## src/common/wb_params.svh

```systemverilog
// shared sizes of the write-back back end, included by any file that sizes a bus or memory
`ifndef WB_PARAMS_SVH
`define WB_PARAMS_SVH

// data path width
`define WB_XLEN 64

// program counter width
`define WB_PC_W 64

// general register index, 32 registers
`define WB_REG_IDX_W 5

// data RAM of 64-bit words
`define WB_MEM_DEPTH 256
`define WB_MEM_IDX_W 8

`endif

```

## src/common/wb_pkg.sv

```systemverilog
// types shared by the back-end stages, imported by every module that builds or reads a bundle
`default_nettype none

`include "wb_params.svh"

package wb_pkg;

    // memory operation carried down from decode
    typedef enum logic [3:0] {
        NONE, LB, LH, LW, LD, LBU, LHU, LWU,
        SB, SH, SW, SD
    } mem_op_e;

    typedef struct packed {
        logic                     valid;
        logic [`WB_PC_W-1:0]      pc;
        mem_op_e                  op;
        logic [`WB_XLEN-1:0]      addr;
        // store data, or the ALU result for op NONE
        logic [`WB_XLEN-1:0]      wdata;
        logic [`WB_REG_IDX_W-1:0] rd_addr;
        logic                     rd_en;
    } ex_mem_t;

    typedef struct packed {
        logic                     valid;
        logic [`WB_PC_W-1:0]      pc;
        logic [`WB_REG_IDX_W-1:0] rd_addr;
        logic                     rd_en;
        logic [`WB_XLEN-1:0]      rd_data;
    } mem_wb_t;

    // hold_wb is the top bit, hold_if bit 0
    typedef struct packed {
        logic hold_wb;
        logic hold_mem;
        logic hold_ex;
        logic hold_id;
        logic hold_if;
    } stall_vec_t;

    typedef struct packed {
        logic                     valid;
        logic [`WB_PC_W-1:0]      pc;
        logic [`WB_REG_IDX_W-1:0] rd_addr;
        logic                     rd_en;
        logic [`WB_XLEN-1:0]      rd_data;
    } commit_t;

    // one RAM word seen as byte, half or word lanes
    typedef union packed {
        logic [`WB_XLEN/8-1:0][7:0]   b;
        logic [`WB_XLEN/16-1:0][15:0] h;
        logic [`WB_XLEN/32-1:0][31:0] w;
    } mem_word_u;

endpackage

`default_nettype wire

```

## src/mem_wb_reg.sv

```systemverilog
// MEM/WB pipeline register with hold and bubble control, and the one-shot commit record
`timescale 1ns/1ps
`default_nettype none

module mem_wb_reg (
    input  logic               clk,
    input  logic               arst_n_i,
    input  wb_pkg::mem_wb_t    mem_res_i,
    input  wb_pkg::stall_vec_t stall_i,
    output wb_pkg::mem_wb_t    wb_o,
    output wb_pkg::commit_t    commit_o
);
    import wb_pkg::*;

    mem_wb_t wb_q;
    logic    commit_q;

    // hold beats bubble, bubble beats load
    always_ff @(posedge clk or negedge arst_n_i) begin
        if (!arst_n_i) begin
            wb_q <= '0;
        end else if (stall_i.hold_wb) begin
            wb_q <= wb_q;
        end else if (stall_i.hold_mem) begin
            wb_q <= '0;
        end else begin
            wb_q <= mem_res_i;
        end
    end

    // set only on the edge that loads a valid bundle, so a held entry retires once
    always_ff @(posedge clk or negedge arst_n_i) begin
        if (!arst_n_i) begin
            commit_q <= 1'b0;
        end else begin
            commit_q <= !stall_i.hold_wb && !stall_i.hold_mem && mem_res_i.valid;
        end
    end

    assign wb_o = wb_q;

    assign commit_o.valid   = commit_q;
    assign commit_o.pc      = wb_q.pc;
    assign commit_o.rd_addr = wb_q.rd_addr;
    assign commit_o.rd_en   = wb_q.rd_en;
    assign commit_o.rd_data = wb_q.rd_data;

endmodule

`default_nettype wire

```

## config.mk

```make
export PLATFORM = sky130hd
export DESIGN_NAME = mem_wb_reg
export DESIGN_NICKNAME = d
export VERILOG_FILES = /design/src/common/wb_pkg.sv /design/src/mem_wb_reg.sv
export VERILOG_INCLUDE_DIRS = /design/src /design/src/common
export SDC_FILE = /design/constraint.sdc
export NUM_CORES = 1
export LEC_CHECK = 0
export BUFFER_PORTS_ARGS = -buffer_cell sky130_fd_sc_hd__buf_2
export CAP_MARGIN = 20
export CORE_AREA = 2 2 160 162
export DETAILED_ROUTE_END_ITERATION = 10
export DIE_AREA = 0 0 162 164
export HOLD_SLACK_MARGIN = 0.08
export PLACE_DENSITY = 0.52
export SKIP_LAST_GASP = 1
export SLEW_MARGIN = 20
export SYNTH_ARGS = -nofsm -noshare
export SYNTH_HDL_FRONTEND = slang
export SYNTH_SLANG_ARGS = --single-unit
```

## constraint.sdc

```tcl
create_clock -name clk -period 0.95 [get_ports clk]
set_input_delay 0.1425 -clock clk [delete_from_list [all_inputs] [get_ports clk]]
set_output_delay 0.1425 -clock clk [all_outputs]
set_load 0.01 [all_outputs]
```

# Word-level counts from Yosys, hierarchy flattened
# Cells that the tools add are included.
# Widths: inputs -> output; s select.
# word_totals
wordCells	11
output_inout_bits	270
ff_bits	136
in_bits	142
# classes
n_mux	1
reduce_logical	4
# ops
operator	n
$mux 135	1
$logic_and 1x1->1	2
$logic_not 1->1	2

# Logic depth before layout (Yosys ltp)
# logic_depth
depth_word	3
depth_mapped	5
depth_no_buf	2

# Worst setup path after synthesis
# Ideal clock, no wire load.
# synth_path
path_kind	input to register
start	input port stall_i[4] (netlist name)
end	register wb_q (netlist bit wb_o[134])
t_required_ps	832
path_stages	4
arrival_time_ps	739
n_path_buf	3
setup_slack_ps	93
setup_ps	118
cell_sequence	buf_2 > buf_4 > buf_2 > a21o_1
# synth_rtl
item	line	rtl
start, declared	mem_wb_reg.sv:9	input wb_pkg::stall_vec_t stall_i,
end signal, assigned	mem_wb_reg.sv:23	wb_q <= wb_q;
end signal, assigned	mem_wb_reg.sv:27	wb_q <= mem_res_i;
end, declared	mem_wb_reg.sv:15	mem_wb_t wb_q;
# No word-level cell between the ends.

# Worst setup path in the final report
# layout_path
start	register wb_q (netlist bit commit_o[71])
end	output port commit_o[71] (netlist name)
# layout_rtl
item	line	rtl
end, declared	mem_wb_reg.sv:11	output wb_pkg::commit_t commit_o
# No word-level cell between the ends.

==> flow_metrics.env <==
export IMPL_slew_headroom_pct=79.5
export IMPL_ios=412
export IMPL_grt_usage_pct=14.9
export IMPL_irDropWorstVdd_uv=863
export IMPL_total_power_mw=16.8
export IMPL_finalSetupViolCount=270
export IMPL_first_iter_violations=278
export IMPL_yosys_warnings=0
export IMPL_fin_crit_sh_pct=122
export IMPL_grt_start_max_net_pins=71
export IMPL_die_area_sq_um=26600
export IMPL_r2r_slack_ns=0.01
export IMPL_tightest_slew_ns=0.308
export IMPL_drc=0
export IMPL_htree_num_levels=4
export IMPL_placed_area_sq_um=8180
export IMPL_switching_share_pct=28.1
export IMPL_numCtsBuffers=17
export IMPL_p_comb_share_pct=21.1
export IMPL_critPathCaptureType="output pin"
export IMPL_period_needed_ns=1.15
export IMPL_diodes=0
export IMPL_vias_per_cell=4.04
export IMPL_synth_top_area_share_pct=50.7
export IMPL_drive_gt1_share_pct=43.4
export IMPL_cap_violations=0
export IMPL_dpl_hpwl_microns=13800
export IMPL_layout_cells_non_filler=1523
export IMPL_rr_startpoint="commit_o[73]"
export IMPL_grt_pass1_wl_microns=31300
export IMPL_num_rows=58
export IMPL_synth_area_top_cells="dfrtp_1, buf_4, nand2b_1"
export IMPL_setup_slack_ns=-0.204
export IMPL_fmax_mhz=866
export IMPL_globalplace_congestion=0.797
export IMPL_die_x_microns=162
export IMPL_slowest_stage="dfrtp_2"
export IMPL_rsz0062_at_grt="true"
export IMPL_critical_path_startpoint="commit_o[71]"
export IMPL_vias=6157
export IMPL_clkPwrFrac_pct=39.3
export IMPL_p_per_area_nw_per_um2=1550
export IMPL_final_antenna_net_count=0
export IMPL_p_sw_mw=4.72
export IMPL_violations="negative setup slack"
export IMPL_wl_microns=21000
export IMPL_cts_tree="built"
export IMPL_fin_nets=1322
export IMPL_leakage_nw=5.63
export IMPL_ys_seq_elements=136
export IMPL_synth_nets=861
export IMPL_clk_insertion_delay_late_ns=0.42
export IMPL_fin_area_sq_um=10800
export IMPL_first_pass_iters=4
export IMPL_port_buffers=408
export IMPL_clock_skew_ns=0
export IMPL_synth_area_sq_um=6710
export IMPL_setup_tns_ns=-40.75
export IMPL_hold_path_class="primary input to asynchronous set/reset pin"
export IMPL_antenna_found_initial=0
export IMPL_p_int_mw=12.1
export IMPL_synthToLayoutAreaGrowth_pct=61.2
export IMPL_ys_seq_area_share_pct=50.7
export IMPL_max_clock_path_buffers=2
export IMPL_path_cells="buf_6"
export IMPL_crit_path_start_kind="register"
export IMPL_final_hold_violation_count=0
export IMPL_clock_sinks=136
export IMPL_core_area_sq_um=24800
export IMPL_syn_inst=719
export IMPL_die_h_microns=164
export IMPL_cpPeakStageDelay_ns=0.46
export IMPL_critPathMaxFanout=3
export IMPL_grt_ovfl_total=0
export IMPL_dpl_cell_count=1302
export IMPL_arrival_ns=1.01
export IMPL_grt_pass1_vias=5885
export IMPL_rr_worst_depth=4
export IMPL_syn_avg_cell_area_sq_um=9.33
export IMPL_crit_family="flip-flops"
export IMPL_crit_type="register to output pin"
export IMPL_fin_hold_ws_ns=0.177
export IMPL_cp_required_ns=0.81
export IMPL_status="finished, violations left"
export IMPL_floorplan_initialDensity_pct=27.0
export IMPL_yosys_area_top_type="dfrtp_1"
export IMPL_clockRootBuffer="clkbuf_16"
export IMPL_slew_violations=0
export IMPL_worst_path_buf_inv=1
export IMPL_critical_path_depth=1
export IMPL_crit_reg2reg_capture="commit_o[73]"
export IMPL_clk_pin_slew_worst_paths_ns=0.06
export IMPL_wl_per_cell_microns=13.8
export IMPL_p_seq_share_pct=39.6
export IMPL_yosysUniqueCellTypes=14
## per-layer routing
layer	vias up	wire length [microns]	track usage [%]
met5	-	0	0
met4	0	306	4.42
met3	16	1600	3.84
met2	272	10600	26.9
met1	2800	8560	17.5
li1	3069	-	-
## layout make-up
cell class,instances,area (sq um)
clock buffer,20,437
multi-input combinational,403,2040
clock inverter,12,143
fill,2414,14000
tap,330,413
timing repair buffer,622,4380
sequential,136,3410
## cells in the final DEF (no fill, tap or decap), types with 2 or more instances in the layout
cell and count:
clkbuf_1 3, dfrtp_2 2, nand2b_1 133, dfrtp_1 134
buf_6 48, nand2_1 133, clkinvlp_4 4, buf_4 72
bufinv_16 2, dlygate4sd3_1 136, inv_6 4, clkinv_4 2
o21ai_0 109, buf_2 359, o21ai_1 24, clkbuf_16 17
buf_12 7
## per-stage QoR
step                setup slack, ns  utilization [%]
finish                       -0.204             43.6
global route                 -0.250             43.6
CTS                          -0.238             42.1
detailed placement          0.00244             33.0
global placement             0.0334             33.0
floorplan                    0.0929                -
## worst max-delay path by stage
stage                    to
6_report       commit_o[71]
5_1_grt        commit_o[71]
2_1_floorplan     wb_o[134]
3_5_place_dp   commit_o[73]
4_1_cts            wb_o[71]
3_3_place_gp      wb_o[134]
## synth_stat cells
| master | n |
|---|---|
| a21o_1 | 1 |
| a22o_1 | 1 |
| buf_2 | 23 |
| buf_4 | 137 |
| buf_6 | 5 |
| buf_8 | 1 |
| clkbuf_1 | 14 |
| dfrtp_1 | 136 |
| nand2_1 | 133 |
| nand2b_1 | 133 |
| nor2_1 | 1 |
| nor3b_4 | 1 |
| o21ai_0 | 109 |
| o21ai_1 | 24 |
## power groups by stage
stage | registers [mW] | clock network, mW | logic, mW
floorplan | 6.87 | 0 | 1.55
finish | 6.65 | 6.60 | 3.55
global route | 6.71 | 7.14 | 3.89
global placement | 6.71 | 0 | 2.69
detailed placement | 6.71 | 0 | 2.70
CTS | 6.64 | 6.83 | 3.35
## logic make-up after synthesis
family / share of synthesized area (%)
simple gates: 20.2
flops: 50.7
compound gates: 10.2
buf+inv: 18.9
## sequential cells by signal, summed over array words and instances, names as in the netlist
register	count
wb_o	1
commit_q	1
commit_o	134
## what timing repair did
item,in CTS,in global routing
resized for setup,46,16
endpoints found under the setup margin,270,270
hold endpoints to repair,271,0
setup buffers,18,35
hold buffers,136,0
No activity file was read; power rests on OpenSTA's default activity.
