`src/common/wb_params.svh`:
```
// shared sizes of the write-back back end, included by any file that sizes a bus or memory
`ifndef WB_PARAMS_SVH
`define WB_PARAMS_SVH

// data path width
`define WB_XLEN 64

// program counter width
`define WB_PC_W 64

// general register index, 32 registers
`define WB_REG_IDX_W 5

// data RAM of 64-bit words
`define WB_MEM_DEPTH 256
`define WB_MEM_IDX_W 8

`endif

```
`src/common/wb_pkg.sv`:
```
// types shared by the back-end stages, imported by every module that builds or reads a bundle
`default_nettype none

`include "wb_params.svh"

package wb_pkg;

    // memory operation carried down from decode
    typedef enum logic [3:0] {
        NONE, LB, LH, LW, LD, LBU, LHU, LWU,
        SB, SH, SW, SD
    } mem_op_e;

    typedef struct packed {
        logic                     valid;
        logic [`WB_PC_W-1:0]      pc;
        mem_op_e                  op;
        logic [`WB_XLEN-1:0]      addr;
        // store data, or the ALU result for op NONE
        logic [`WB_XLEN-1:0]      wdata;
        logic [`WB_REG_IDX_W-1:0] rd_addr;
        logic                     rd_en;
    } ex_mem_t;

    typedef struct packed {
        logic                     valid;
        logic [`WB_PC_W-1:0]      pc;
        logic [`WB_REG_IDX_W-1:0] rd_addr;
        logic                     rd_en;
        logic [`WB_XLEN-1:0]      rd_data;
    } mem_wb_t;

    // hold_wb is the top bit, hold_if bit 0
    typedef struct packed {
        logic hold_wb;
        logic hold_mem;
        logic hold_ex;
        logic hold_id;
        logic hold_if;
    } stall_vec_t;

    typedef struct packed {
        logic                     valid;
        logic [`WB_PC_W-1:0]      pc;
        logic [`WB_REG_IDX_W-1:0] rd_addr;
        logic                     rd_en;
        logic [`WB_XLEN-1:0]      rd_data;
    } commit_t;

    // one RAM word seen as byte, half or word lanes
    typedef union packed {
        logic [`WB_XLEN/8-1:0][7:0]   b;
        logic [`WB_XLEN/16-1:0][15:0] h;
        logic [`WB_XLEN/32-1:0][31:0] w;
    } mem_word_u;

endpackage

`default_nettype wire

```
`src/gpr_file.sv`:
```
// general register file, written from the write-back bundle, with a debug read port
`timescale 1ns/1ps
`default_nettype none

`include "wb_params.svh"

module gpr_file (
    input  logic                     clk,
    input  logic                     arst_n_i,
    input  wb_pkg::mem_wb_t          wb_i,
    input  logic [`WB_REG_IDX_W-1:0] dbg_raddr_i,
    output logic [`WB_XLEN-1:0]      dbg_rdata_o
);

    logic [`WB_XLEN-1:0] regs [1 << `WB_REG_IDX_W];
    logic                we;

    assign we = wb_i.valid && wb_i.rd_en && (wb_i.rd_addr != '0);

    always_ff @(posedge clk or negedge arst_n_i) begin
        if (!arst_n_i) begin
            for (int i = 0; i < (1 << `WB_REG_IDX_W); i++) begin
                regs[i] <= '0;
            end
        end else if (we) begin
            regs[wb_i.rd_addr] <= wb_i.rd_data;
        end
    end

    // x0 is never written so it keeps its reset value of zero
    assign dbg_rdata_o = regs[dbg_raddr_i];

endmodule

`default_nettype wire

```
`config.mk`:
```
export PLATFORM = sky130hd
export DESIGN_NAME = gpr_file
export DESIGN_NICKNAME = d
export VERILOG_FILES = /design/src/common/wb_pkg.sv /design/src/gpr_file.sv
export VERILOG_INCLUDE_DIRS = /design/src /design/src/common
export SDC_FILE = /design/constraint.sdc
export NUM_CORES = 2
export LEC_CHECK = 0
export BUFFER_PORTS_ARGS = -buffer_cell sky130_fd_sc_hd__buf_2
export CAP_MARGIN = 40
export CORE_MARGIN = 4
export CORE_UTILIZATION = 65
export CTS_CLUSTER_DIAMETER = 150
export CTS_CLUSTER_SIZE = 24
export DETAILED_ROUTE_END_ITERATION = 8
export HOLD_SLACK_MARGIN = 0.12
export PLACE_DENSITY = 0.82
export SETUP_SLACK_MARGIN = 0.4
export SYNTH_ARGS = -nofsm -noshare
export SYNTH_HDL_FRONTEND = slang
export SYNTH_SLANG_ARGS = --single-unit
```
`constraint.sdc`:
```
create_clock -name clk -period 3.1 [get_ports clk]
set_input_delay 0 -clock clk [delete_from_list [all_inputs] [get_ports clk]]
set_output_delay 0 -clock clk [all_outputs]
set_load 0.01 [all_outputs]
```
After elaboration in Yosys (flattened, before gate mapping)

Cells that the tools add are included.

Register bits: 2048
Latch bits: 0
Memory bits (writable): 0
Bits in read-only memories: 0
Bits of input ports: 142
Output and inout port bits: 64
Logic and storage cells: 47
Memories: 0

Add/subtract/negate cells: 0
$mul: 0
Divide/modulo/power cells: 0
Order comparisons: 3
Equality and inequality tests: 0
Shift-type cells: 0
Mux-type cells: 6
Bitwise operators: 2
Reduce and logical (&&, ||, !) cells: 4

Operators by type and width:

| kind               | number |
|---|---|
| $bwmux 2048        | 1 |
| $bmux 64 s5        | 1 |
| $demux 64 s5       | 1 |
| $mux 64            | 3 |
| $ge 6x6->1 const B | 2 |
| $not 5->6          | 2 |
| $lt 6x1->1 const B | 1 |
| $reduce_bool 5->1  | 1 |
| $logic_and 1x1->1  | 3 |

Logic depth before layout (Yosys ltp)

Word-level depth: 6
Mapped depth: 8
Depth with buffers taken out: 4

Least setup slack after synthesis

Ideal clock, no wire load.

Path kind: in2reg
From: in wb_i[66] (netlist name)
To: reg regs[387] (netlist name)
Library setup time: 0.125 ns
Arrival time: 1.621 ns
Data required time: 2.975 ns
Setup slack: 1.355 ns
Stages: 6
Path buffers: 3
Cell sequence: buf_2 -> or3b_2 -> clkbuf_1 -> nor2_2 -> buf_2 -> mux2_2

Word-level cells in the longest chain between the ends: 6
Elaborated cells between the ends (all ways): 9
Classes of those cells: order compare (2); mux (3); bitwise (1); reduce/logical (3)

Ends and longest elaborated chain:

| element                                                               | line           | RTL |
|---|---|---|
| start: declaration                                                    | gpr_file.sv:10 | `input wb_pkg::mem_wb_t wb_i,` |
| $not 5->6 (implied by the code)                                       | gpr_file.sv:26 | `regs[wb_i.rd_addr] <= wb_i.rd_data;` |
| $ge 6x6->1 (implied by the code) / $lt 6x1->1 (equally long branches) | gpr_file.sv:26 |  |
| $logic_and 1x1->1 (implied by the code)                               | gpr_file.sv:26 |  |
| $mux 64 (implied by the code)                                         | gpr_file.sv:26 |  |
| $demux 64 s5                                                          | gpr_file.sv:26 |  |
| $bwmux 2048                                                           | gpr_file.sv:26 |  |
| end signal: indexed assignment                                        | gpr_file.sv:26 |  |
| end: declaration                                                      | gpr_file.sv:15 | `` logic [`WB_XLEN-1:0] regs [1 << `WB_REG_IDX_W]; `` |

Parallel ways exist; a longest one is shown, timed or not.
A chain may end at the register's enable or synchronous reset.

Worst setup path in the final report

From: reg regs[1607] (netlist name)
To: out dbg_rdata_o[7]

Word-level cells in the longest chain between the ends: 3

Ends and longest elaborated chain:

| element                                    | line           | RTL |
|---|---|---|
| $bmux 64 s5                                | gpr_file.sv:31 | `assign dbg_rdata_o = regs[dbg_raddr_i];` |
| $mux 64 (implied by the code) (2 in a row) | gpr_file.sv:31 |  |
| end: declaration                           | gpr_file.sv:12 | `` output logic [`WB_XLEN-1:0] dbg_rdata_o `` |

Every way passes these cells. The select of a mux whose other input is x is not followed.

==> impl_metrics.tcl <==
set metrics [dict create \
    multi_input_area_sq_mm 0.0372 \
    cp_slowest_cell "mux4_2" \
    grt_max_degree 117 \
    die_h_microns 382 \
    synth_top_area_share_pct 56.3 \
    synth_nets 5761 \
    hold_viol_final 0 \
    final_cell_mix "2,048 x dfrtp_1, 1,839 x mux2_2, 491 x mux4_2" \
    ff2ff_setup_slack_ns 2.28 \
    viasPerCell 6.97 \
    regToRegEndpoint "regs[804]" \
    syn_area_sq_mm 0.0910 \
    layout_min_cycle_time_ns 2.62 \
    crit_required_ns 3.10 \
    rsz0062_at_grt "no" \
    ys_warn_count 0 \
    gr-usage-all-layers_pct 32.6 \
    cts-root-buf "clkbuf_16" \
    reg_top3 "regs x2048" \
    final_common_cell "dfrtp_1" \
    fin_crit_sh_pct 84.4 \
    endpoint_kind "output port" \
    grt_pass1_wl_microns 357000 \
    drc 0 \
    cp_num_buf_inv 2 \
    drt-total-wl_microns 235000 \
    io_pins 206 \
    htree_levels 3 \
    arrival_ns 2.62 \
    fin_skew_ns 0 \
    ff2ff_path_depth 1 \
    largest_reg_flops 2048 \
    fmax_mhz 382 \
    num_vias 51600 \
    hpwl_microns 137000 \
    grt_overflow 0 \
    clk_pin_slew_worst_paths_ns 0.10 \
    critPathMaxFanout 2 \
    tightest_slew_ns 0.878 \
    initial_core_util_pct 65.8 \
    whs_ns 0.205 \
    r2r_start "regs[804]" \
    clock-sinks 2048 \
    setup_violations 0 \
    cts_max_path_buffers 3 \
    setup_tns_ns 0 \
    row_count 136 \
    syn_to_final_growth_pct 7.31 \
    layout.nets 5668 \
    max_stage_delay_ns 0.45 \
    yosysSeqAreaShare_pct 56.3 \
    portBuffers 141 \
    timing.slew.headroom_pct 40.9 \
    core_area_sq_mm 0.138 \
    n_fill_cell 8804 \
    gp_congestion 0.776 \
    drt-initial-drc-count 4688 \
    powerDensity_mw_per_mm2 553 \
    die_area_sq_mm 0.146 \
    finalMaxSlewViolations 0 \
    seq_area_sq_mm 0.0512 \
    fp.dieW_microns 382 \
    synth.area.top_cells "dfrtp_1 56%, mux2_2 23%, mux4_2 12%" \
    post_cts_buffers 0 \
    numCtsBuffers 95 \
    yosys.area.top_type "dfrtp_1" \
    avgRoutedWirePerCell_microns 31.7 \
    synth_area_per_cell_sq_um 16.2 \
    vdd_drop_max_mv 0.626 \
    status "complete, no violations" \
    worstSetupStartpointType "register" \
    path_class "reg2out" \
    cp_top_family "multiplexers" \
    worst-path-stages 6 \
    top_register "regs" \
    hold_class "in2reg" \
    ys_types 39 \
    cts_tree "yes" \
    grt_pass1_vias 55100 \
    cap_viol_max_count 0 \
    drive_gt1_share_pct 53.6 \
    cp-endpoint "dbg_rdata_o[7]" \
    syn_inst 5619 \
    cp_cell_sequence "mux4_2 > nor2b_1 > a2111oi_0 > nor4_1 > buf_4 > buf_2" \
    power.leakage_uw 0.0454 \
    startpoint "regs[1607]" \
    antenna_found_initial 30 \
    drtAntennaViolNets 0 \
    clk_latency_ns 0.74 \
    first_pass_iters 5 \
    synth-seq-cells 2048 \
]
where the power goes:
part           leakage (uW)  switching, uW  internal (uW)
Clock               0.00123           8350           5610
Sequential           0.0273           1780          30100
Combinational        0.0169           3350           4810
synthesized netlist by cell type (all sizes together):
| master | number |
|---|---|
| a2111oi | 2 |
| a211o | 1 |
| a211oi | 9 |
| a21oi | 9 |
| a22oi | 19 |
| and2 | 3 |
| and3b | 1 |
| buf | 264 |
| clkbuf | 367 |
| dfrtp | 2048 |
| mux2 | 1990 |
| mux2i | 37 |
| mux4 | 491 |
| nand2 | 9 |
| nand2b | 4 |
| nand3 | 8 |
| nand3b | 5 |
| nand4 | 4 |
| nand4b | 3 |
| nor2 | 27 |
| nor2b | 5 |
| nor3 | 3 |
| nor3b | 2 |
| nor4 | 54 |
| o2111ai | 1 |
| o221ai | 9 |
| o22ai | 228 |
| or2 | 2 |
| or3 | 7 |
| or3b | 5 |
| or4 | 2 |
timing repair:
action                                 in CTS  in global routing
hold buffers                               71                  0
setup endpoints to repair                   0                  1
endpoints found under the hold margin    3616                  0
gates resized for setup                     0                  2
metrics by stage:
stage	instance area, sq um	cells	worst slack, ns	util, %	power (uW)
3_5_place_dp	94400	7221	0.483	68.3	40400
3_3_place_gp	94400	7221	0.473	68.3	39800
4_1_cts	97600	7395	0.455	70.6	54100
5_1_grt	97600	7397	0.402	70.6	56100
6_report	97600	7405	0.483	70.6	54000
2_1_floorplan	91000	5619	1.35	-	37600
worst min-delay path, stage by stage:
cell,delay (ns)
buf_2,0.13
nor3_1,0.06
buf_4,0.17
nand2b_4,0.34
mux2_2,0.23
layer usage:
layer	GRT usage (%)	wire, microns	vias up
met4	10.2	7770	18
met5	0	110	-
met1	47.0	97300	28500
li1	-	-	20600
met3	6.30	18000	460
met2	51.3	112000	1994
layout make-up:
| type | instances | area share (%) |
|---|---|---|
| Antenna cell | 10 | 0.0256 |
| Clock buffer | 96 | 2.46 |
| Clock inverter | 7 | 0.101 |
| Multi-Input combinational cell | 2940 | 38.1 |
| Sequential cell | 2048 | 52.5 |
| Tap cell | 1863 | 2.39 |
| Timing Repair Buffer | 441 | 4.41 |
how the worst min path moves through the flow:
stage                     startpoint          to  slack, ns  depth (start not counted)
after floorplan             arst_n_i     regs[0]      -0.30                          0
after global placement      arst_n_i  regs[1683]       0.07                          1
after detailed placement    arst_n_i  regs[1683]       0.08                          1
after CTS                   wb_i[68]  regs[1971]       0.15                          5
after global routing        wb_i[68]  regs[1971]       0.23                          5
final                       wb_i[68]  regs[1971]       0.20                          5
kinds of logic after synthesis:
family	after synthesis	synth area share [%]
buffers and inverters	631	3.03
AND/OR/NAND/NOR	144	0.959
AO/OA/AOI/OAI	278	1.97
multiplexers	2518	37.7
flip-flops	2048	56.3
Power figures use the tool's default switching activity.
